## src/rv_params.svh

```systemverilog
`ifndef RV_PARAMS_SVH
`define RV_PARAMS_SVH

// Data word width in bits
`define RV_XLEN 32

// Architectural registers, x0 included
`define RV_NUM_REGS 32

// Data RAM depth in words, indexed by address bits above bit 1
`define RV_RAM_WORDS 256

// Program counter value after reset
`define RV_RESET_PC 32'h0000_0000

`endif

```

## src/rv_pkg.sv

```systemverilog
`include "rv_params.svh"

package rv_pkg;

    typedef logic [`RV_XLEN-1:0] word_t;

    typedef logic [$clog2(`RV_NUM_REGS)-1:0] reg_addr_t;

    // Operations of the supported RV32I subset
    typedef enum logic [4:0] {
        OP_NOP,
        OP_OR,
        OP_AND,
        OP_XOR,
        OP_ORI,
        OP_ANDI,
        OP_XORI,
        OP_SLL,
        OP_SLLI,
        OP_SRL,
        OP_SRLI,
        OP_SRAI,
        OP_SLT,
        OP_SLTI,
        OP_SLTU,
        OP_SLTIU,
        OP_ADD,
        OP_ADDI,
        OP_SUB,
        OP_LW,
        OP_SW,
        OP_JAL
    } alu_op_e;

    // Result class; compares travel with the shifts
    typedef enum logic [2:0] {
        SEL_NONE,
        SEL_LOGIC,
        SEL_SHIFT,
        SEL_ARITH,
        SEL_LOAD_STORE,
        SEL_JUMP
    } alu_sel_e;

endpackage

```

## src/regfile.sv

```systemverilog
`timescale 1ns/1ps
`include "rv_params.svh"

module regfile (
    input  logic              clk_i,
    input  logic              rst_i,
    input  rv_pkg::reg_addr_t raddr1_i,
    input  rv_pkg::reg_addr_t raddr2_i,
    input  logic              we_i,
    input  rv_pkg::reg_addr_t waddr_i,
    input  rv_pkg::word_t     wdata_i,
    output rv_pkg::word_t     rdata1_o,
    output rv_pkg::word_t     rdata2_o
);

    rv_pkg::word_t regs [`RV_NUM_REGS];

    always_ff @(posedge clk_i) begin
        if (rst_i) begin
            for (int i = 0; i < `RV_NUM_REGS; i++) begin
                regs[i] <= '0;
            end
        end else if (we_i && (waddr_i != '0)) begin
            regs[waddr_i] <= wdata_i;
        end
    end

    // x0 reads as zero whatever the array holds
    assign rdata1_o = (raddr1_i == '0) ? '0 : regs[raddr1_i];
    assign rdata2_o = (raddr2_i == '0) ? '0 : regs[raddr2_i];

endmodule

```

## config.mk

```make
export PLATFORM = sky130hd
export DESIGN_NAME = regfile
export DESIGN_NICKNAME = d
export VERILOG_FILES = /design/src/rv_pkg.sv /design/src/regfile.sv
export VERILOG_INCLUDE_DIRS = /design/src
export SDC_FILE = /design/constraint.sdc
export NUM_CORES = 2
export LEC_CHECK = 0
export ABC_CLOCK_PERIOD_IN_PS = 3100
export BUFFER_PORTS_ARGS = -buffer_cell sky130_fd_sc_hd__buf_2
export CORE_UTILIZATION = 35
export CTS_CLUSTER_DIAMETER = 60
export DETAILED_ROUTE_END_ITERATION = 7
export GPL_TIMING_DRIVEN = 0
export PLACE_DENSITY = 0.53
export REMOVE_ABC_BUFFERS = 1
export SYNTH_ARGS = -nofsm -noshare
export SYNTH_HDL_FRONTEND = slang
export SYNTH_SLANG_ARGS = --single-unit
```

## constraint.sdc

```tcl
create_clock -name clk_i -period 3.1 [get_ports clk_i]
set_clock_uncertainty 0.05 [all_clocks]
set_input_delay 0.155 -clock clk_i [delete_from_list [all_inputs] [get_ports clk_i]]
set_output_delay 0.155 -clock clk_i [all_outputs]
set_load 0.01 [all_outputs]
```

==> impl_metrics.tcl <==
set metrics [dict create \
    status "complete, no violations" \
    synthCells 3502 \
    vdd_drop_max_mv 0.477 \
    instances_no_fill 5637 \
    hpwlAfterDp_mm 110 \
    clock-sinks 1024 \
    chipWidth_um 396 \
    vias_per_cell 5.93 \
    clk_pin_slew_ns 0.06 \
    timing.fmax_mhz 324 \
    grt_pass1_vias 33900 \
    placementRows 144 \
    period_minus_slack_ns 3.08 \
    cts_htree_levels 3 \
    numCtsBuffers 115 \
    syn2layout_area_growth_pct 15.2 \
    regMostFlops "regs" \
    clockBufferDepth 3 \
    cts_tree "done" \
    synth_seq_area_share_pct 56.7 \
    die_y_um 396 \
    critPathKind "flip-flop to output port" \
    ys_warn_count 0 \
    maxSlewHeadroom_pct 2.63 \
    finalCritPeriodShare_pct 99.4 \
    grt_max_degree 92 \
    avgSynthCellArea_um2 15.5 \
    hold_path_class "input port to flip-flop" \
    drt-pass1-iter-count 6 \
    vias 33400 \
    cts-root-buf "clkbuf_16" \
    cp.required_ns 2.89 \
    first_iter_violations 4186 \
    setup.worst_path.start "regs[15][17]" \
    cp.arrival_ns 2.88 \
    slew_viol_final 0 \
    synth-seq-cells 1024 \
    ys_top_cells_by_area "edfxtp_1, mux4_2, and2_1, mux2i_1, clkbuf_1" \
    grt_use_total_pct 25.0 \
    pin_count 114 \
    reg_top3 "regs x1024" \
    drc_errors 0 \
    synth_area_mm2 0.0543 \
    nets 3552 \
    grt_overflow_total 0 \
    core_area_mm2 0.154 \
    synth_top_area_share_pct 56.7 \
    whs_ns 0.0490 \
    synth_top_area_cell "edfxtp_1" \
    crit_end "rdata2_o[17]" \
    gp_congestion 0.767 \
    start_kind "flip-flop" \
    die-area_mm2 0.157 \
    setup_violations 0 \
    hold_violations 0 \
    p_per_area_mw_per_mm2 544 \
    detail-route-antenna-nets 0 \
    p_leak_nw 21.1 \
    yosysUniqueCellTypes 42 \
    wire_per_inst_um 35.1 \
    drive_gt1_share_pct 28.0 \
    grt_pass1_wl_mm 272 \
    port-buffer-count 113 \
    largest_reg_flops 1024 \
    cp-end-kind "output port" \
    initial_utilization_pct 35.2 \
    rsz0062_at_grt "yes" \
    antenna_found_initial 25 \
    finish.utilization_pct 40.6 \
    path_max_fanout 2 \
    worst_pin_slew_ns 1.46 \
    drt-total-wl_mm 198 \
    cap_violations 0 \
    dpl.cell_count 5375 \
]
[cells in the final DEF (no fill, tap or decap), types with 16 or more instances in the layout]
master | synthesis | layout
edfxtp_1 | 1024 | 1024
and2_1 | 995 | 994
mux4_2 | 472 | 472
mux2i_1 | 150 | 150
clkbuf_16 | 0 | 117
buf_2 | 46 | 106
o22ai_1 | 103 | 100
a22o_1 | 51 | 49
buf_12 | 0 | 42
nor3_1 | 54 | 39
clkinv_1 | 0 | 36
nor2_4 | 0 | 32
conb_1 | 1 | 32
mux2_2 | 30 | 30
buf_16 | 0 | 27
a2111oi_1 | 41 | 25
buf_4 | 38 | 25
or2_4 | 0 | 24
a2111oi_4 | 0 | 21
clkbuf_1 | 271 | 19
dlygate4sd3_1 | 0 | 17
a22oi_1 | 16 | 16
[critical path, cell delays in order, from the launching register on]
cell       delay, ns
edfxtp_1        0.38
mux4_2          0.48
a22o_1          0.29
a2111oi_4       0.65
nor3_4          0.15
buf_2           0.18
[kinds of logic after synthesis]
kind of cell / after synthesis / synth area share (%)
mux: 652 / 23.0
flops: 1024 / 56.7
buf+inv: 389 / 3.35
compound gates: 259 / 3.65
other cells: 1 / 0.00691
simple gates: 1177 / 13.3
[synthesized netlist by cell type]
master	instances
edfxtp_1	1024
and2_1	995
mux4_2	472
clkbuf_1	271
mux2i_1	150
o22ai_1	103
nor3_1	54
a22o_1	51
buf_2	46
a2111oi_1	41
buf_4	38
nor2_1	36
or2_2	33
mux2_2	30
buf_6	21
a22oi_1	16
a2111oi_0	14
nor2b_1	14
a21oi_1	12
buf_1	11
a211oi_1	7
nand2_1	7
nor4_1	6
nand2b_1	5
nand3_1	5
nand3b_1	5
a221oi_1	4
a32o_1	4
o21ai_0	4
or3b_2	4
and3_1	3
a221o_1	2
inv_1	2
nand4bb_1	2
nor4b_1	2
or3_1	2
and4b_1	1
conb_1	1
nand4b_1	1
nor4b_2	1
o221ai_1	1
or4b_2	1
[what timing repair did]
action | in CTS | in global routing
pin swaps | 13 | 4
resized for setup | 109 | 14
hold endpoints to repair | 288 | 0
setup endpoints to repair | 921 | 25
hold buffers | 18 | 0
setup buffers | 21 | 0
gates cloned | 13 | 2
[routing by layer]
layer  up-vias  wire length (µm)  track usage (%)
met5         -                87                0
met4        14              5800             7.67
met3       336             17300             4.62
met2      1700             94400             40.8
met1     17800             80400             33.7
li1      13600                 -                -
[layout make-up]
class	count	area, µm²
Timing Repair Buffer	234	2840
Antenna cell	5	12.5
Sequential cell	1024	30700
Fill cell	13800	91600
Tap cell	2044	2560
Clock inverter	69	569
Clock buffer	134	2950
Inverter	2	10.0
Multi-Input combinational cell	2125	22800
[report_power, final]
group	internal, mW	switching, mW	total [mW]	leakage, nW
registers	16.0	0.385	16.4	9.75
clock network	7.42	5.83	13.2	1.71
logic	1.81	2.54	4.35	9.60
total	25.2	8.76	34.0	21.1
[worst min path at each step]
stage                   end  depth (start not counted)   startpoint
2_1_floorplan    regs[0][0]                          0        rst_i
3_3_place_gp    regs[25][6]                          2   wdata_i[6]
3_5_place_dp    regs[0][28]                          1        rst_i
4_1_cts         regs[7][23]                          2  wdata_i[23]
5_1_grt        regs[11][14]                          2  wdata_i[14]
6_report        regs[14][9]                          2   wdata_i[9]
[stage by stage]
step / setup WS, ns / area (µm²) / TNS, ns / total power [mW]
2_1_floorplan: -0.482 / 52600 / -14.81 / 18.5
3_3_place_gp: -17.29 / 55700 / -6541.41 / 21.0
3_5_place_dp: -1.39 / 57500 / -1046.76 / 20.7
4_1_cts: -0.0118 / 62300 / -0.0118 / 34.1
5_1_grt: -0.0905 / 62500 / -0.153 / 34.9
6_report: 0.0177 / 62500 / 0 / 34.0
(Power assumes the default switching activity.)
