[src/rv_params.svh]
`ifndef RV_PARAMS_SVH
`define RV_PARAMS_SVH

// Data word width in bits
`define RV_XLEN 32

// Architectural registers, x0 included
`define RV_NUM_REGS 32

// Data RAM depth in words, indexed by address bits above bit 1
`define RV_RAM_WORDS 256

// Program counter value after reset
`define RV_RESET_PC 32'h0000_0000

`endif

[src/rv_pkg.sv]
`include "rv_params.svh"

package rv_pkg;

    typedef logic [`RV_XLEN-1:0] word_t;

    typedef logic [$clog2(`RV_NUM_REGS)-1:0] reg_addr_t;

    // Operations of the supported RV32I subset
    typedef enum logic [4:0] {
        OP_NOP,
        OP_OR,
        OP_AND,
        OP_XOR,
        OP_ORI,
        OP_ANDI,
        OP_XORI,
        OP_SLL,
        OP_SLLI,
        OP_SRL,
        OP_SRLI,
        OP_SRAI,
        OP_SLT,
        OP_SLTI,
        OP_SLTU,
        OP_SLTIU,
        OP_ADD,
        OP_ADDI,
        OP_SUB,
        OP_LW,
        OP_SW,
        OP_JAL
    } alu_op_e;

    // Result class; compares travel with the shifts
    typedef enum logic [2:0] {
        SEL_NONE,
        SEL_LOGIC,
        SEL_SHIFT,
        SEL_ARITH,
        SEL_LOAD_STORE,
        SEL_JUMP
    } alu_sel_e;

endpackage

[src/id_decode.sv]
`timescale 1ns/1ps
`include "rv_params.svh"

module id_decode (
    input  rv_pkg::word_t     inst_i,
    output rv_pkg::alu_op_e   aluop_o,
    output rv_pkg::alu_sel_e  alusel_o,
    output rv_pkg::reg_addr_t rs1_o,
    output rv_pkg::reg_addr_t rs2_o,
    output rv_pkg::reg_addr_t rd_o,
    output logic [4:0]        shamt_o,
    output rv_pkg::word_t     imm_o,
    output logic              wreg_o
);

    localparam logic [6:0] OPC_OP_IMM = 7'b0010011;
    localparam logic [6:0] OPC_OP     = 7'b0110011;
    localparam logic [6:0] OPC_LOAD   = 7'b0000011;
    localparam logic [6:0] OPC_STORE  = 7'b0100011;
    localparam logic [6:0] OPC_JAL    = 7'b1101111;

    logic [6:0] opcode;
    logic [2:0] funct3;
    logic [6:0] funct7;
    logic       wr;

    assign opcode  = inst_i[6:0];
    assign funct3  = inst_i[14:12];
    assign funct7  = inst_i[31:25];
    assign rs1_o   = inst_i[19:15];
    assign rs2_o   = inst_i[24:20];
    assign rd_o    = inst_i[11:7];
    assign shamt_o = inst_i[24:20];

    // x0 is never a real destination
    assign wreg_o = wr && (rd_o != '0);

    always_comb begin
        aluop_o  = rv_pkg::OP_NOP;
        alusel_o = rv_pkg::SEL_NONE;
        imm_o    = '0;
        wr       = 1'b0;
        case (opcode)
            OPC_OP_IMM: begin
                imm_o = {{(`RV_XLEN-12){inst_i[31]}}, inst_i[31:20]};
                wr    = 1'b1;
                case (funct3)
                    3'b000: {aluop_o, alusel_o} = {rv_pkg::OP_ADDI, rv_pkg::SEL_ARITH};
                    3'b010: {aluop_o, alusel_o} = {rv_pkg::OP_SLTI, rv_pkg::SEL_SHIFT};
                    3'b011: {aluop_o, alusel_o} = {rv_pkg::OP_SLTIU, rv_pkg::SEL_SHIFT};
                    3'b100: {aluop_o, alusel_o} = {rv_pkg::OP_XORI, rv_pkg::SEL_LOGIC};
                    3'b110: {aluop_o, alusel_o} = {rv_pkg::OP_ORI, rv_pkg::SEL_LOGIC};
                    3'b111: {aluop_o, alusel_o} = {rv_pkg::OP_ANDI, rv_pkg::SEL_LOGIC};
                    3'b001: begin
                        if (funct7 == 7'b0000000) begin
                            {aluop_o, alusel_o} = {rv_pkg::OP_SLLI, rv_pkg::SEL_SHIFT};
                        end else begin
                            wr = 1'b0;
                        end
                    end
                    default: begin
                        // funct7 bit 5 splits arithmetic from logical right shift
                        if (funct7 == 7'b0000000) begin
                            {aluop_o, alusel_o} = {rv_pkg::OP_SRLI, rv_pkg::SEL_SHIFT};
                        end else if (funct7 == 7'b0100000) begin
                            {aluop_o, alusel_o} = {rv_pkg::OP_SRAI, rv_pkg::SEL_SHIFT};
                        end else begin
                            wr = 1'b0;
                        end
                    end
                endcase
            end
            OPC_OP: begin
                wr = 1'b1;
                case ({funct7, funct3})
                    10'b0000000_000: {aluop_o, alusel_o} = {rv_pkg::OP_ADD, rv_pkg::SEL_ARITH};
                    10'b0100000_000: {aluop_o, alusel_o} = {rv_pkg::OP_SUB, rv_pkg::SEL_ARITH};
                    10'b0000000_001: {aluop_o, alusel_o} = {rv_pkg::OP_SLL, rv_pkg::SEL_SHIFT};
                    10'b0000000_010: {aluop_o, alusel_o} = {rv_pkg::OP_SLT, rv_pkg::SEL_SHIFT};
                    10'b0000000_011: {aluop_o, alusel_o} = {rv_pkg::OP_SLTU, rv_pkg::SEL_SHIFT};
                    10'b0000000_100: {aluop_o, alusel_o} = {rv_pkg::OP_XOR, rv_pkg::SEL_LOGIC};
                    10'b0000000_101: {aluop_o, alusel_o} = {rv_pkg::OP_SRL, rv_pkg::SEL_SHIFT};
                    10'b0000000_110: {aluop_o, alusel_o} = {rv_pkg::OP_OR, rv_pkg::SEL_LOGIC};
                    10'b0000000_111: {aluop_o, alusel_o} = {rv_pkg::OP_AND, rv_pkg::SEL_LOGIC};
                    default:         wr = 1'b0;
                endcase
            end
            OPC_LOAD: begin
                if (funct3 == 3'b010) begin
                    {aluop_o, alusel_o} = {rv_pkg::OP_LW, rv_pkg::SEL_LOAD_STORE};
                    imm_o = {{(`RV_XLEN-12){inst_i[31]}}, inst_i[31:20]};
                    wr    = 1'b1;
                end
            end
            OPC_STORE: begin
                // Stores never write a register
                if (funct3 == 3'b010) begin
                    {aluop_o, alusel_o} = {rv_pkg::OP_SW, rv_pkg::SEL_LOAD_STORE};
                    imm_o = {{(`RV_XLEN-12){inst_i[31]}}, inst_i[31:25], inst_i[11:7]};
                end
            end
            OPC_JAL: begin
                {aluop_o, alusel_o} = {rv_pkg::OP_JAL, rv_pkg::SEL_JUMP};
                imm_o = {{(`RV_XLEN-21){inst_i[31]}}, inst_i[31], inst_i[19:12],
                         inst_i[20], inst_i[30:21], 1'b0};
                wr    = 1'b1;
            end
            default: begin
                wr = 1'b0;
            end
        endcase
    end

endmodule

[config.mk]
export PLATFORM = sky130hd
export DESIGN_NAME = id_decode
export DESIGN_NICKNAME = d
export VERILOG_FILES = /design/src/rv_pkg.sv /design/src/id_decode.sv
export VERILOG_INCLUDE_DIRS = /design/src
export SDC_FILE = /design/constraint.sdc
export NUM_CORES = 1
export LEC_CHECK = 0
export BUFFER_PORTS_ARGS = -buffer_cell sky130_fd_sc_hd__buf_2
export CAP_MARGIN = 20
export CORE_UTILIZATION = 40
export DETAILED_ROUTE_END_ITERATION = 8
export GPL_ROUTABILITY_DRIVEN = 0
export PLACE_DENSITY = 0.95
export REMOVE_ABC_BUFFERS = 1
export SYNTH_ARGS = -nofsm -noshare
export SYNTH_HDL_FRONTEND = slang
export SYNTH_SLANG_ARGS = --single-unit
[constraint.sdc]
create_clock -name vclk -period 3
set_input_delay 0.45 -clock vclk [all_inputs]
set_output_delay 0.45 -clock vclk [all_outputs]
set_load 0.01 [all_outputs]
==> impl_metrics.yaml, run 1 <==
outcome:
  status: "finished, final reports clean"
logic_synthesis:
  synth_cells: 139
  synth_area_leaders: "buf_4 (23%), a21o_1 (7.4%), a21boi_1 (4.4%), a22o_1 (3.4%), a21oi_1 (2.9%)"
  yosysTopAreaCellShare: 0.228
  yosys.area.top_type: "buf_4"
  yosysMostFrequentCell: "buf_4"
  syn-cell-area_mm2: 0.00102
  yosys_warnings: 0
  syn_avg_cell_area_um2: 7.35
  ys_types: 47
  seq_area_frac_synth: 0
  ys_top_cells_by_count: "buf_4 (31), a21o_1 (10), nor2_1 (7)"
worst_hold_path:
  hold_depth: 2
  whs_endpoint: "rs1_o[0]"
  hold_class: "input pin to output port"
  hold_start: "inst_i[15]"
die:
  start_util: 0.440
  die_h_um: 52.5
  coreArea_mm2: 0.00232
  dieArea_mm2: 0.00276
  io_pins: 93
  die_w_um: 52.5
  rows: 17
routing:
  wl_per_cell_um: 13.3
  drc: 0
  drt_iter0_markers: 30
  first_pass_iters: 4
  num_vias: 1234
  via_per_inst: 5.56
  drtAntennaViolNets: 0
  wl_um: 2960
placed_design:
  dpl-instance-area_mm2: 0.00125
  dp.cells: 222
  dpl.hpwl_um: 2420
  port_buffers: 93
  post-place-ws_ns: 0.450
critical_path:
  cp_max_fo: 16
  arrival_ns: 2.07
  required_ns: 2.55
  critPathLaunchType: "input pin"
  worst_setup_path_end_kind: "output port"
  crit_type: "input pin to output port"
sta:
  fin_crit_sh: 0.841
  worst_pin_slew_ns: 0.526
  hold_ws_ns: 1.10
  finalSetupViolations: 0
  hold_viol_final: 0
  period_minus_slack_ns: 2.52
  slew_viol_final: 0
  slew_headroom: 0.649
  setup_ws_ns: 0.477
  rsz0062_at_grt: "false"
  max_freq_mhz: 396
power:
  clockPowerShare: 0
  peakVddDrop_v: 0.0000621
  p_per_area_mw_per_mm2: 87.2
  power_mw: 0.109
  power_leakage_nw: 0.799
  p_int_mw: 0.0450
  switchingPower_mw: 0.0642
  switching_share: 0.588
  seq_power_share: 0
  comb_power_share: 1.000
global_route:
  grt_pass1_vias: 1049
  grt_overflow_total: 0
  grt_first_pass_wirelength_um: 4510
  antenna_found_initial: 0
  grt_start_max_net_pins: 17
  track_usage: 0.209
finish:
  multi_input_area_um2: 718
  fillers: 245
  drive_above_1_share: 0.552
  finalInstanceArea_mm2: 0.00125
  nets: 228
  syn_to_final_growth_pct: 22.7
  n_clock_buffer: 0
  num_antenna_cells: 0
  numSequentialCells: 0
  fin_cells: 222
  ff_latch_area_um2: 0
cts:
  cts_hold_buf: 0
  ctsResizeCount: 0
  cts_setup_buffers: 0
flow_run:
  max_cap_viol_count: 0
-- worst max-delay path: stages --
cell      delay (ns)
buf_2           0.20
nor4b_4         0.34
nand3_2         0.13
a21o_1          0.26
a21boi_1        0.46
buf_2           0.23
-- per-stage QoR --
step,utilization,setup TNS (ns)
after detailed placement,0.540,0
after global placement,0.540,0
after CTS,0.540,0
final,0.540,0
after floorplan,-,-6.23
after global routing,0.540,0
-- power groups by stage --
stage | Clock [mW] | Combinational (mW) | Sequential, mW
after global placement | 0 | 0.106 | 0
after global routing | 0 | 0.118 | 0
after detailed placement | 0 | 0.108 | 0
final | 0 | 0.109 | 0
after CTS | 0 | 0.108 | 0
after floorplan | 0 | 0.0368 | 0
-- kinds of logic after synthesis --
kind of cell / Yosys count / share of synthesized area
buffers and inverters: 45 / 0.297
and+or+nand+nor: 41 / 0.277
muxes: 1 / 0.00980
AOI/OAI and AO/OA: 52 / 0.417
-- worst max-delay path by stage --
stage / from / endpoint / slack, ns / cells after the start
3_5_place_dp: inst_i[4] / imm_o[27] / 0.45 / 6
3_3_place_gp: inst_i[4] / imm_o[22] / 0.54 / 6
5_1_grt: inst_i[4] / imm_o[31] / 0.21 / 6
2_1_floorplan: inst_i[6] / imm_o[20] / -0.52 / 4
4_1_cts: inst_i[4] / imm_o[27] / 0.45 / 6
6_report: inst_i[4] / imm_o[27] / 0.48 / 6
-- routing by layer --
metal  global-route usage  up-vias  wire, um
met1                0.253      560      1220
li1                     -      603         -
met3              0.00580        0       240
met5                    0        -         0
met4               0.0219        0         0
met2                0.409       71      1500
-- area by class of cell --
cell class,instances,share of cell area
Multi-Input combinational cell,94,0.573
Timing Repair Buffer,95,0.384
Tap cell,28,0.0280
Inverter,5,0.0150
-- cells in the final DEF, fill, tap and decap left out, drive strengths merged, types with 2 or more instances in the layout --
master | Yosys | routed
a21boi | 7 | 7
a21o | 10 | 10
a21oi | 6 | 6
a22o | 4 | 4
a31oi | 4 | 4
a41o | 2 | 2
and2 | 5 | 5
and4 | 2 | 2
buf | 35 | 95
inv | 5 | 5
nand2 | 7 | 7
nand2b | 2 | 2
nand3 | 6 | 6
nor2 | 7 | 7
nor2b | 3 | 3
o2111ai | 4 | 4
o211a | 2 | 2
o211ai | 2 | 2
o21ai | 2 | 2
(Power assumes the default switching activity.)
==> run 2, diff against run 1 <==
--- a/config.mk
+++ b/config.mk
@@ -6,12 +6,13 @@
 export SDC_FILE = /design/constraint.sdc
 export NUM_CORES = 1
 export LEC_CHECK = 0
+export ABC_AREA = 1
 export BUFFER_PORTS_ARGS = -buffer_cell sky130_fd_sc_hd__buf_2
 export CAP_MARGIN = 20
-export CORE_UTILIZATION = 40
+export CORE_UTILIZATION = 36
 export DETAILED_ROUTE_END_ITERATION = 8
 export GPL_ROUTABILITY_DRIVEN = 0
-export PLACE_DENSITY = 0.95
+export PLACE_DENSITY = 0.93
 export REMOVE_ABC_BUFFERS = 1
 export SYNTH_ARGS = -nofsm -noshare
 export SYNTH_HDL_FRONTEND = slang
==> constraint.sdc (replaced) <==
create_clock -name vclk -period 2.2
set_input_delay 0.33 -clock vclk [all_inputs]
set_output_delay 0.33 -clock vclk [all_outputs]
set_load 0.01 [all_outputs]
==> impl_metrics.yaml, run 2 <==
outcome:
  status: "finished, final reports clean"
finish:
  fillers: 262
  syn_to_final_growth_pct: 29.8
  nets: 280
  fin_cells: 276
  num_antenna_cells: 0
  ff_latch_area_um2: 0
  final_common_cell: "buf_2"
  numSequentialCells: 0
  most-common-layout-cells: "buf_2 (93), nand2_1 (41), nand3_1 (23)"
  n_clock_buffer: 0
  drive_above_1_share: 0.480
die:
  die_w_um: 54.8
  io_pins: 93
  start_util: 0.394
  die_h_um: 54.8
  dieArea_mm2: 0.00300
  coreArea_mm2: 0.00254
  rows: 18
sta:
  hold_viol_final: 0
  setup_tns_ns: 0
  fin_crit_sh: 0.938
  finalSetupViolations: 0
  rsz0062_at_grt: "false"
  max_freq_mhz: 485
  slew_viol_final: 0
  worst_pin_slew_ns: 0.349
  hold_ws_ns: 0.861
  slew_headroom: 0.767
  period_minus_slack_ns: 2.06
global_route:
  grt_first_pass_wirelength_um: 4390
  grt_start_max_net_pins: 13
  track_usage: 0.193
  grt_pass1_vias: 1037
  grt_overflow_total: 0
  antenna_found_initial: 0
placed_design:
  dp.cells: 276
  dpl.hpwl_um: 2660
  port_buffers: 93
cts:
  cts_hold_buf: 0
  cts_setup_buffers: 0
worst_hold_path:
  hold_depth: 2
  hold_class: "input pin to output port"
critical_path:
  worst_path_max_delay_cell: "nor3_4"
  cp_slowest_stage_delay_ns: 0.23
  crit_chain: "buf_2, nor2_2, nand2_1, nor3_4, nand2_2, nand2_1, nor2_2, nor3_1, buf_4, buf_2"
  arrival_ns: 1.73
  cp_max_fo: 12
  crit_type: "input pin to output port"
  required_ns: 1.87
  worst_setup_path_end_kind: "output port"
  critPathLaunchType: "input pin"
routing:
  via_per_inst: 4.91
  drc: 0
  wl_um: 3080
  drtAntennaViolNets: 0
  first_pass_iters: 4
  num_vias: 1355
  wl_per_cell_um: 11.1
  drt_iter0_markers: 30
logic_synthesis:
  synth_area_leaders: "buf_4 (23%), nand2_1 (15%), nand3_1 (11%), inv_1 (6.0%), nor2_1 (4.5%)"
  yosys_warnings: 0
  yosysTopAreaCellShare: 0.232
  seq_area_frac_synth: 0
  synth_cells: 181
  yosys.area.top_type: "buf_4"
  ys_types: 31
  ys_top_cells_by_count: "nand2_1 (41), buf_4 (31), nand3_1 (23)"
  yosysMostFrequentCell: "nand2_1"
  syn-cell-area_mm2: 0.00100
  syn_avg_cell_area_um2: 5.54
power:
  comb_power_share: 1.000
  power_leakage_nw: 0.864
  power_mw: 0.131
  p_int_mw: 0.0527
  p_per_area_mw_per_mm2: 101
  seq_power_share: 0
  clockPowerShare: 0
  switchingPower_mw: 0.0785
  peakVddDrop_v: 0.0000873
  switching_share: 0.598
flow_run:
  max_cap_viol_count: 0
-- run 2: cell count changes after synthesis, sizes merged, moves of 7 or more --
cell,change
a21boi,-7
a21o,-10
inv,+16
nand2,+37
nand3,+18
nor2,+14
o21ai,+7
-- run 2: per-stage QoR --
step / instance area (um^2) / utilization / setup WS (ns)
3_3_place_gp: 1290 / 0.509 / 0.213
6_report: 1300 / 0.511 / 0.137
3_5_place_dp: 1290 / 0.509 / 0.166
2_1_floorplan: 769 / - / -1.64
4_1_cts: 1290 / 0.509 / 0.166
5_1_grt: 1300 / 0.511 / 0.0195
-- run 2: path summary, 6_finish.rpt --
check	start	endpoint	slack, ns
max	inst_i[3]	imm_o[30]	0.14
min	inst_i[7]	rd_o[0]	0.86
-- run 2: routing by layer --
| layer | wire [um] | track usage | share of wire |
|---|---|---|---|
| met1 | 1300 | 0.270 | 0.42 |
| met2 | 1600 | 0.333 | 0.52 |
| met3 | 175 | 0 | 0.057 |
| met4 | 0 | 0.0256 | 0 |
| met5 | 0 | 0 | 0 |
-- run 2: logic make-up (layout without fill, tap and decap cells) --
kind of cell / after synthesis / after routing / synth area share
AND/OR/NAND/NOR: 105 / 105 / 0.543
buffers and inverters: 53 / 118 / 0.315
XOR/XNOR: 1 / 1 / 0.00874
AO/OA/AOI/OAI: 22 / 22 / 0.134
-- run 2: critical path, delay by kind of cell --
kind	cells	cell delay (ns)
simple gates	7	0.97
buf+inv	3	0.43
-- run 2: power groups by stage --
stage,combinational [mW],sequential [mW],clock (mW)
3_5_place_dp,0.130,0,0
2_1_floorplan,0.0462,0,0
4_1_cts,0.131,0,0
6_report,0.131,0,0
5_1_grt,0.146,0,0
3_3_place_gp,0.128,0,0
-- run 2: cell type report --
cell class / count / area (um^2) / share of cell area
multi-input combinational: 128 / 693 / 0.533
tap: 30 / 37.5 / 0.0288
inverter: 22 / 82.6 / 0.0635
timing repair buffer: 96 / 488 / 0.375
-- run 2: what timing repair did --
item                                    4_1_cts  5_1_grt
resized for setup                             0        1
endpoints found under the setup margin        0       12
hold endpoints to repair                      0        0
