File: config.mk
export PLATFORM = sky130hd
export DESIGN_NAME = ctrl_fsm
export DESIGN_NICKNAME = d
export VERILOG_FILES = /design/src/rv_pkg.sv /design/src/ctrl_fsm.sv
export VERILOG_INCLUDE_DIRS = /design/src
export SDC_FILE = /design/constraint.sdc
export NUM_CORES = 1
export LEC_CHECK = 0
export BUFFER_PORTS_ARGS = -buffer_cell sky130_fd_sc_hd__buf_4
export CORE_AREA = 2 2 121 123
export CTS_BUF_LIST = sky130_fd_sc_hd__clkbuf_8
export CTS_CLUSTER_SIZE = 16
export DETAILED_ROUTE_END_ITERATION = 10
export DIE_AREA = 0 0 123 125
export PLACE_DENSITY = 0.75
export SKIP_LAST_GASP = 1
export SLEW_MARGIN = 15
export SYNTH_ARGS = -nofsm -noshare
export SYNTH_HDL_FRONTEND = slang
export SYNTH_SLANG_ARGS = --single-unit
File: constraint.sdc
create_clock -name clk_i -period 11.45 [get_ports clk_i]
set_input_delay 1.7175 -clock clk_i [delete_from_list [all_inputs] [get_ports clk_i]]
set_output_delay 1.7175 -clock clk_i [all_outputs]
set_load 0.1 [all_outputs]
File: src/rv_params.svh
`ifndef RV_PARAMS_SVH
`define RV_PARAMS_SVH

// Data word width in bits
`define RV_XLEN 32

// Architectural registers, x0 included
`define RV_NUM_REGS 32

// Data RAM depth in words, indexed by address bits above bit 1
`define RV_RAM_WORDS 256

// Program counter value after reset
`define RV_RESET_PC 32'h0000_0000

`endif

File: src/rv_pkg.sv
`include "rv_params.svh"

package rv_pkg;

    typedef logic [`RV_XLEN-1:0] word_t;

    typedef logic [$clog2(`RV_NUM_REGS)-1:0] reg_addr_t;

    // Operations of the supported RV32I subset
    typedef enum logic [4:0] {
        OP_NOP,
        OP_OR,
        OP_AND,
        OP_XOR,
        OP_ORI,
        OP_ANDI,
        OP_XORI,
        OP_SLL,
        OP_SLLI,
        OP_SRL,
        OP_SRLI,
        OP_SRAI,
        OP_SLT,
        OP_SLTI,
        OP_SLTU,
        OP_SLTIU,
        OP_ADD,
        OP_ADDI,
        OP_SUB,
        OP_LW,
        OP_SW,
        OP_JAL
    } alu_op_e;

    // Result class; compares travel with the shifts
    typedef enum logic [2:0] {
        SEL_NONE,
        SEL_LOGIC,
        SEL_SHIFT,
        SEL_ARITH,
        SEL_LOAD_STORE,
        SEL_JUMP
    } alu_sel_e;

endpackage

File: src/ctrl_fsm.sv
`timescale 1ns/1ps

module ctrl_fsm (
    input  logic              clk_i,
    input  logic              rst_i,
    input  rv_pkg::word_t     inst_i,
    input  logic              inst_valid_i,
    input  rv_pkg::alu_sel_e  alusel_i,
    input  logic              wreg_i,
    input  rv_pkg::reg_addr_t rd_i,
    input  rv_pkg::word_t     alu_wdata_i,
    input  rv_pkg::word_t     mem_addr_i,
    input  rv_pkg::word_t     store_data_i,
    input  rv_pkg::word_t     ram_rdata_i,
    output rv_pkg::word_t     inst_o,
    output logic              busy_o,
    output logic              ram_we_o,
    output logic              ram_re_o,
    output rv_pkg::word_t     ram_addr_o,
    output rv_pkg::word_t     ram_wdata_o,
    output logic              rf_we_o,
    output rv_pkg::reg_addr_t rf_waddr_o,
    output rv_pkg::word_t     rf_wdata_o,
    output logic              pc_advance_o,
    output logic              pc_jump_o,
    output logic              wb_valid_o
);

    typedef enum logic [2:0] {
        ST_IDLE,
        ST_DECODE,
        ST_EXEC,
        ST_MEM,
        ST_WB
    } state_e;

    state_e            state_q;
    rv_pkg::word_t     inst_q;
    rv_pkg::alu_sel_e  alusel_q;
    logic              wreg_q;
    rv_pkg::reg_addr_t rd_q;
    rv_pkg::word_t     alu_wdata_q;
    rv_pkg::word_t     mem_addr_q;
    rv_pkg::word_t     store_data_q;
    logic              is_mem;
    logic              is_store;

    always_ff @(posedge clk_i) begin
        if (rst_i) begin
            state_q <= ST_IDLE;
        end else begin
            case (state_q)
                ST_IDLE:   state_q <= inst_valid_i ? ST_DECODE : ST_IDLE;
                ST_DECODE: state_q <= ST_EXEC;
                ST_EXEC:   state_q <= ST_MEM;
                ST_MEM:    state_q <= ST_WB;
                default:   state_q <= ST_IDLE;
            endcase
        end
    end

    // Instruction and execute results held for the later phases
    always_ff @(posedge clk_i) begin
        if (state_q == ST_IDLE && inst_valid_i) begin
            inst_q <= inst_i;
        end
        if (state_q == ST_EXEC) begin
            alusel_q     <= alusel_i;
            wreg_q       <= wreg_i;
            rd_q         <= rd_i;
            alu_wdata_q  <= alu_wdata_i;
            mem_addr_q   <= mem_addr_i;
            store_data_q <= store_data_i;
        end
    end

    // Opcode bit 5 tells SW from LW, even when LW targets x0
    assign is_mem   = (alusel_q == rv_pkg::SEL_LOAD_STORE);
    assign is_store = is_mem && inst_q[5];

    assign inst_o = inst_q;
    assign busy_o = (state_q != ST_IDLE);

    assign ram_we_o    = (state_q == ST_MEM) && is_store;
    assign ram_re_o    = (state_q == ST_MEM) && is_mem && !is_store;
    assign ram_addr_o  = mem_addr_q;
    assign ram_wdata_o = store_data_q;

    // RAM read data is valid in WB, one cycle after the MEM read
    assign rf_waddr_o   = rd_q;
    assign rf_wdata_o   = (is_mem && !is_store) ? ram_rdata_i : alu_wdata_q;
    assign rf_we_o      = (state_q == ST_WB) && wreg_q && (rd_q != '0);
    assign wb_valid_o   = (state_q == ST_WB);
    assign pc_advance_o = (state_q == ST_WB);
    assign pc_jump_o    = (state_q == ST_WB) && (alusel_q == rv_pkg::SEL_JUMP);

endmodule

==> results.ini, run 1 <==
[routing]
wl_mm = 12.1
ant_nets = 0
firstDrtPassIters = 4
vias = 3131
remaining_drc_errors = 0
drt-initial-drc-count = 122
wl_per_cell_um = 16.8
vias_per_cell = 4.34

[synth]
synth_area_leaders = edfxtp_1 87%, mux2_2 7.2%, dfxtp_1 1.3%
synthDistinctLibCells = 18
yosysTopAreaCell = edfxtp_1
syn_area_mm2 = 0.00471
avgSynthCellArea_um2 = 24.3
ys_ff_latch = 140
synth_compound_area_share_pct = 0.212
synth_mux_area_share_pct = 7.64
synth_simple_gate_area_share_pct = 2.47
synth_top_family_by_area = multiplexers
synth_top_area_share_pct = 87.3
synthCells = 194
ys_seq_area_share_pct = 88.5
synth-xor-area-share_pct = 0.186
syn-num-nets = 366
synth_fa_ha_area_share_pct = 0
yosys_warnings = 0

[finish]
multi_input_area_um2 = 503
fillCellCount = 1169
syn2layout_area_growth_pct = 63.0
diodes = 0
seq_area_mm2 = 0.00417
fin_area_mm2 = 0.00768
drive_above_1_share_pct = 69.8
fin_nets = 696
fin_cells = 721

[placed_design]
io_buffers = 311
dp_cells = 689
placed_cell_area_mm2 = 0.00728
dp_hpwl_mm = 9.29
gp_congestion = 0.861

[power]
peakVddDrop_mv = 0.101
p_leak_nw = 3.20
total_power_mw = 1.42
p_per_area_mw_per_mm2 = 185

[floorplanning]
dieWidth_um = 123
die_h_um = 125
start_util_pct = 33.2
die_area_mm2 = 0.0154
rows = 44
core_mm2 = 0.0142
io_pins = 312

[setup_path]
path_buf_inv = 2
crit_slowest_cell = mux2_1
crit_family = buffers and inverters
cp_max_fo = 1
slowest_delay_ns = 0.28
critPathLaunchType = input port
critical_path_class = in -> out
cp_common_cell = buf_4
worstPathCellList = buf_4, mux2_1, buf_4
r2r.worst_path.cells = 3
cp.depth = 3
critPathCaptureType = output pin
cp.arrival_ns = 2.34
required_ns = 9.73

[clock_tree]
postCtsSetupBuffers = 0
cts_resized = 0
root_buffer = clkbuf_8
clk_path_buf_depth = 2
cts_sinks = 140
cts_tree = yes
clkTransAtPathRegs_ns = 0.07
cts_buffers = 17
cts_htree_levels = 4
clock_latency_ns = 0.44
cts_hold_buf = 0

[global_route]
met1_usage_pct = 15.4
grt_usage_pct = 15.3
antenna_found_initial = 0
grt_pass1_wl_mm = 17.0
grt_pass1_vias = 3303
grt_overflow = 0
grt_use_met2_pct = 26.1
use_met3_pct = 7.48
grt.busiest_layer = met2
grt_start_max_net_pins = 59

[sta]
finClkSkew_ns = 0.0123
setup_tns_ns = 0
worst-slew-pin-transition_ns = 0.747
hold_viol = 0
slew_headroom_pct = 50.2
min_period_over_period_pct = 35.5
rsz0062_at_grt = false
setup_viol = 0
max_freq_mhz = 246
min_period_ns = 4.06
drv_slew = 0

[hold_path]
hp-class = reg -> reg
holdPathStages = 2

[run_status]
outcome = completed

[run]
maxCapViolCount = 0

-- Yosys cell counts --
| library cell | count |
|---|---|
| mux2_1 | 2 |
| buf_6 | 3 |
| nor3b_1 | 2 |
| nand3b_1 | 1 |
| o311a_1 | 1 |
| inv_1 | 1 |
| edfxtp_1 | 137 |
| nor4_1 | 1 |
| or3_1 | 2 |
| nand4bb_1 | 1 |
| mux2_2 | 30 |
| dfxtp_1 | 3 |
| buf_4 | 1 |
| nor4b_4 | 1 |
| and4b_1 | 2 |
| nor3_1 | 1 |
| nor2_1 | 4 |
| xnor2_1 | 1 |
-- routing by layer --
layer / wire [um] / vias up
met5: 0 / -
met4: 318 / 0
met3: 1380 / 26
met2: 6310 / 179
met1: 4090 / 1488
li1: - / 1438
-- area by class of cell --
cell class	instances	area share, %
multi-input cells	49	6.55
well taps	184	3.00
repair buffers	315	30.8
flip-flops and latches	140	54.3
inverters	1	0.0488
clock buffers	20	3.58
clock inverters	12	1.74
-- placed cells by master, fill, tap and decap left out, types with 2 or more instances in the layout --
cell | Yosys | final
dfxtp_1 | 3 | 3
inv_1 | 1 | 6
mux2_1 | 2 | 2
clkbuf_8 | 0 | 20
clkinv_2 | 0 | 2
bufinv_16 | 0 | 3
and4b_1 | 2 | 2
clkinvlp_4 | 0 | 2
buf_4 | 1 | 315
or3_1 | 2 | 2
nor2_1 | 4 | 3
mux2_2 | 30 | 30
edfxtp_1 | 137 | 137
-- worst paths after layout --
kind	start	slack (ns)	to
max	ram_rdata_i[25]	7.39	rf_wdata_o[25]
min	state_q[1]	0.57	state_q[2]
max reg2reg	state_q[1]	9.20	alu_wdata_q[12]
min reg2reg	state_q[1]	0.57	state_q[2]
-- worst min-delay path, delay by kind of cell, from the launching register on --
| kind | cells | cell delay (ns) |
|---|---|---|
| simple gates | 2 | 0.17 |
| flops | 1 | 0.37 |
-- where the power goes --
part | total (mW) | internal (mW) | switching (mW)
clock | 0.403 | 0.228 | 0.175
sequential | 0.624 | 0.611 | 0.0132
combinational | 0.394 | 0.0900 | 0.304
total | 1.42 | 0.929 | 0.492
-- through the flow --
| step | utilization, % | worst slack [ns] | hold WS, ns |
|---|---|---|---|
| after floorplan | - | 2.67 | 0.474 |
| after global placement | 51.2 | 7.39 | 0.517 |
| after detailed placement | 51.2 | 7.39 | 0.552 |
| after CTS | 54.1 | 7.39 | 0.563 |
| after global routing | 54.1 | 7.36 | 0.593 |
| final | 54.1 | 7.39 | 0.573 |
-- logic make-up (layout without fill, tap and decap cells) --
| family | Yosys count | after routing |
|---|---|---|
| buf+inv | 5 | 348 |
| simple gates | 15 | 15 |
| xor+xnor | 1 | 1 |
| flops | 140 | 140 |
| mux | 32 | 32 |
| compound gates | 1 | 1 |
-- state kept, by name, summed over array words and instances (netlist names) --
register	count
alu_wdata_q	32
alusel_q	3
inst_o	32
ram_addr_o	32
ram_wdata_o	32
rf_waddr_o	5
state_q	3
wreg_q	1
Note: power is estimated with default switching activity, not from simulation.
==> inputs of run 2 (changes only) <==
--- a/config.mk
+++ b/config.mk
@@ -7,12 +7,12 @@
 export NUM_CORES = 1
 export LEC_CHECK = 0
 export BUFFER_PORTS_ARGS = -buffer_cell sky130_fd_sc_hd__buf_4
-export CORE_AREA = 2 2 121 123
+export CORE_AREA = 2 2 120 122
 export CTS_BUF_LIST = sky130_fd_sc_hd__clkbuf_8
 export CTS_CLUSTER_SIZE = 16
 export DETAILED_ROUTE_END_ITERATION = 10
-export DIE_AREA = 0 0 123 125
-export PLACE_DENSITY = 0.75
+export DIE_AREA = 0 0 122 124
+export PLACE_DENSITY = 0.79
 export SKIP_LAST_GASP = 1
 export SLEW_MARGIN = 15
 export SYNTH_ARGS = -nofsm -noshare
==> constraint.sdc (replaced) <==
create_clock -name clk_i -period 3.5 [get_ports clk_i]
set_input_delay 0.525 -clock clk_i [delete_from_list [all_inputs] [get_ports clk_i]]
set_output_delay 0.525 -clock clk_i [all_outputs]
set_load 0.1 [all_outputs]
==> results.ini, run 2 (synthesized netlist as in run 1, its figures left out) <==
[run_status]
outcome = completed

[sta]
drv_slew = 0
setup_tns_ns = 0
timing.final.ws_setup_ns = 0.752
worst-slew-pin-transition_ns = 0.729
min_period_ns = 2.75
rsz0062_at_grt = false
max_freq_mhz = 364
setup_viol = 0
finClkSkew_ns = 0.00801
slew_headroom_pct = 51.4
holdWs_ns = 0.268
hold_viol = 0
min_period_over_period_pct = 78.5

[clock_tree]
cts_htree_levels = 4
cts_buffers = 17
cts_tree = yes
clk_path_buf_depth = 2
postCtsSetupBuffers = 0
root_buffer = clkbuf_8
clkTransAtPathRegs_ns = 0.07
cts_resized = 0
cts_sinks = 140
clock_latency_ns = 0.43
cts_hold_buf = 0

[placed_design]
dp_hpwl_mm = 9.54
dp_cells = 685
gp_congestion = 0.773
pre_cts_slack_ns = 1.21
io_buffers = 311
placed_cell_area_mm2 = 0.00728

[global_route]
grt_overflow = 0
antenna_found_initial = 0
grt_pass1_vias = 3268
grt_start_max_net_pins = 59
grt_pass1_wl_mm = 17.0
grt_usage_pct = 15.5

[power]
peakVddDrop_mv = 0.349
p_per_area_mw_per_mm2 = 595
switching_share_pct = 36.0
power_frac_seq_pct = 44.8
p_comb_share_pct = 28.4
total_power_mw = 4.55
p_int_mw = 2.91
p_leak_nw = 3.18
power_frac_clock_pct = 26.7
power_switching_mw = 1.64

[run]
maxCapViolCount = 0

[floorplanning]
die_h_um = 124
io_pins = 312
die_area_mm2 = 0.0151
core_mm2 = 0.0137
dieWidth_um = 122
start_util_pct = 34.4
rows = 43

[finish]
mostFrequentLayoutCells = 315 x buf_4, 137 x edfxtp_1, 30 x mux2_2, 17 x clkbuf_8, 5 x inv_1
fin_util_pct = 55.8
final_common_cell = buf_4
fin_cells = 717
drive_above_1_share_pct = 70.2
fin_area_mm2 = 0.00765
fin_nets = 696
diodes = 0
syn2layout_area_growth_pct = 62.3
fillCellCount = 1077

[setup_path]
required_ns = 2.97
critical_path_class = reg -> out
critPathLaunchType = register
critPathCaptureType = output pin
cp.arrival_ns = 2.22
cp_max_fo = 33

[routing]
ant_nets = 0
firstDrtPassIters = 5
remaining_drc_errors = 0
wl_per_cell_um = 17.2
wl_mm = 12.3
vias = 3122
vias_per_cell = 4.35
drt-initial-drc-count = 175

[hold_path]
hp-class = in -> reg

run 2: cell count changes in the layout (fill, tap and decap cells not counted), moves of 2 or more:
| cell | before | now |
|---|---|---|
| dfxtp_2 | 0 | 2 |
| dfxtp_1 | 3 | 1 |
| clkinv_1 | 0 | 2 |
| clkinv_4 | 0 | 3 |
| clkbuf_8 | 20 | 17 |
run 2: path summary, 6_finish.rpt:
path	startpoint	to	slack, ns	cells past startpoint
setup / recovery	alusel_q[0]	rf_wdata_o[14]	0.75	4
hold / removal	rst_i	state_q[2]	0.27	2
setup reg to reg	state_q[0]	inst_o[17]	1.84	3
hold reg to reg	state_q[2]	state_q[1]	0.51	1
run 2: layer usage:
metal	track usage (%)	part of all wire, %	vias up
met4	7.26	2.0	0
met3	7.33	12	21
met5	0	0	-
met2	26.3	52	189
li1	-	-	1443
met1	16.3	34	1469
run 2: cell type report:
type                            count  area [um2]  area share, %
Multi-Input combinational cell     49         514           6.72
Tap cell                          180         225           2.94
Timing Repair Buffer              315        2360           30.9
Clock inverter                     15         135           1.77
Sequential cell                   140        4180           54.6
Clock buffer                       17         234           3.06
Inverter                            1        3.75         0.0490
run 2: power by group through the flow:
stage	clock [mW]	sequential, mW	combinational (mW)
floorplan	0	2.68	0.340
global placement	0	2.07	1.29
detailed placement	0	2.08	1.30
CTS	1.25	2.04	1.30
global route	1.32	2.05	1.33
finish	1.22	2.04	1.29
run 2: critical path, stage by stage (launching register included):
cell and delay [ns]:
edfxtp_1 0.44, nor4b_4 0.30, buf_4 0.41, mux2_2 0.39, buf_4 0.23
==> inputs of run 3 (changes only) <==
==> constraint.sdc (replaced) <==
create_clock -name clk_i -period 2.3 [get_ports clk_i]
set_input_delay 0.345 -clock clk_i [delete_from_list [all_inputs] [get_ports clk_i]]
set_output_delay 0.345 -clock clk_i [all_outputs]
set_load 0.1 [all_outputs]
==> results.ini, run 3 (synthesized netlist as in run 1, its figures left out) <==
[routing]
vias = 3191
wl_mm = 13.5
remaining_drc_errors = 0
drt-initial-drc-count = 240
wl_per_cell_um = 18.7
vias_per_cell = 4.41
firstDrtPassIters = 4
ant_nets = 0

[run_status]
outcome = finished with violations
violations = negative setup slack

[placed_design]
gp_congestion = 0.774
dp_hpwl_mm = 9.54
pre_cts_slack_ns = 0.273
io_buffers = 311

[global_route]
grt_pass1_wl_mm = 18.3
grt_usage_pct = 16.8
grt_start_max_net_pins = 58
grt_pass1_vias = 3469
grt_overflow = 0
antenna_found_initial = 0

[finish]
final_common_cell = buf_4
syn2layout_area_growth_pct = 76.9
diodes = 0
fillCellCount = 1006
mostFrequentLayoutCells = 281 x buf_4, 137 x edfxtp_1, 35 x buf_12, 32 x mux2_4, 17 x clkbuf_8
drive_above_1_share_pct = 72.0
fin_nets = 703

[sta]
min_period_ns = 2.35
drv_slew = 0
setup_viol = 32
timing.final.ws_setup_ns = -0.0504
rsz0062_at_grt = true
max_freq_mhz = 425
finClkSkew_ns = 0.00781
slew_headroom_pct = 71.6
hold_viol = 0
min_period_over_period_pct = 102
worst-slew-pin-transition_ns = 0.426
holdWs_ns = 0.0729

[power]
switching_share_pct = 35.1
p_int_mw = 4.70
total_power_mw = 7.24
peakVddDrop_mv = 0.564
p_comb_share_pct = 30.0
p_leak_nw = 3.49
p_per_area_mw_per_mm2 = 868
power_switching_mw = 2.54
power_frac_seq_pct = 42.9
power_frac_clock_pct = 27.1

[floorplanning]
die_h_um = 124
dieWidth_um = 122
die_area_mm2 = 0.0151
core_mm2 = 0.0137
io_pins = 312
rows = 43
start_util_pct = 34.4

[setup_path]
slowest_delay_ns = 0.43
critPathLaunchType = register
path_buf_inv = 3
crit_slowest_cell = edfxtp_1
cp.arrival_ns = 2.01
critPathCaptureType = output pin
worstPathCellList = nor4b_4, buf_6, buf_8, mux2_4, buf_12
crit_family = buffers and inverters
cp_max_fo = 7
critical_path_class = reg -> out
required_ns = 1.96

[clock_tree]
clkTransAtPathRegs_ns = 0.07
cts_sinks = 140
clock_latency_ns = 0.44
clk_path_buf_depth = 2
cts_htree_levels = 4
cts_buffers = 17
cts_tree = yes
root_buffer = clkbuf_8
cts_hold_buf = 0

[run]
maxCapViolCount = 0

[hold_path]
hp-class = in -> reg

-- run 3: cell types whose count changed in the layout (fill, tap and decap cells not counted), sizes merged --
cell,previous run,this run
buf,315,322
bufinv,2,3
clkinv,7,6
clkinvlp,1,3
inv,6,3
-- run 3: layout make-up --
type,instances,area [um2],area share [%]
well taps,180,225,2.70
clock inverters,14,156,1.88
inverters,1,3.75,0.0450
repair buffers,322,2890,34.7
clock buffers,17,234,2.81
flip-flops and latches,140,4180,50.1
multi-input cells,49,648,7.77
-- run 3: through the flow --
stage               setup TNS, ns  utilization [%]  instances  cell area [um2]
global placement                0             54.3        686             7460
finish                      -1.19             60.8        723             8340
global route                -4.11             60.8        723             8340
detailed placement              0             54.3        686             7460
floorplan                 -128.81                -        194             4860
CTS                         -3.42             60.3        725             8270
-- run 3: worst paths after layout --
check	to	cells after the start	slack (ns)	startpoint
max	rf_wdata_o[23]	5	-0.05	alusel_q[1]
min	state_q[2]	2	0.07	rst_i
max reg2reg	inst_o[27]	3	0.62	state_q[0]
min reg2reg	state_q[0]	1	0.50	state_q[2]
-- run 3: worst reg2reg max path, cell delays in order (launching register included) --
cell,delay [ns]
dfxtp_2,0.37
or3_1,0.44
nor2_4,0.12
buf_4,0.39
-- run 3: power groups by stage --
stage | logic (mW) | registers [mW] | clock network (mW)
after floorplan | 0.553 | 4.08 | 0
after global placement | 2.00 | 3.15 | 0
after detailed placement | 2.03 | 3.16 | 0
after CTS | 2.15 | 3.10 | 2.02
after global routing | 2.23 | 3.12 | 2.11
final | 2.17 | 3.11 | 1.96
-- run 3: per-layer routing --
metal	track usage (%)	part of all wire [%]
met1	17.4	34
met2	29.2	55
met3	8.42	9.7
met4	6.61	1.3
met5	0	0
-- run 3: timing repair --
action / CTS / global route
gates resized for setup: 76 / 33
pin swaps: 1 / 1
hold endpoints to repair: 0 / 0
setup endpoints to repair: 33 / 33
cloned: 3 / 0
setup buffers: 6 / 1
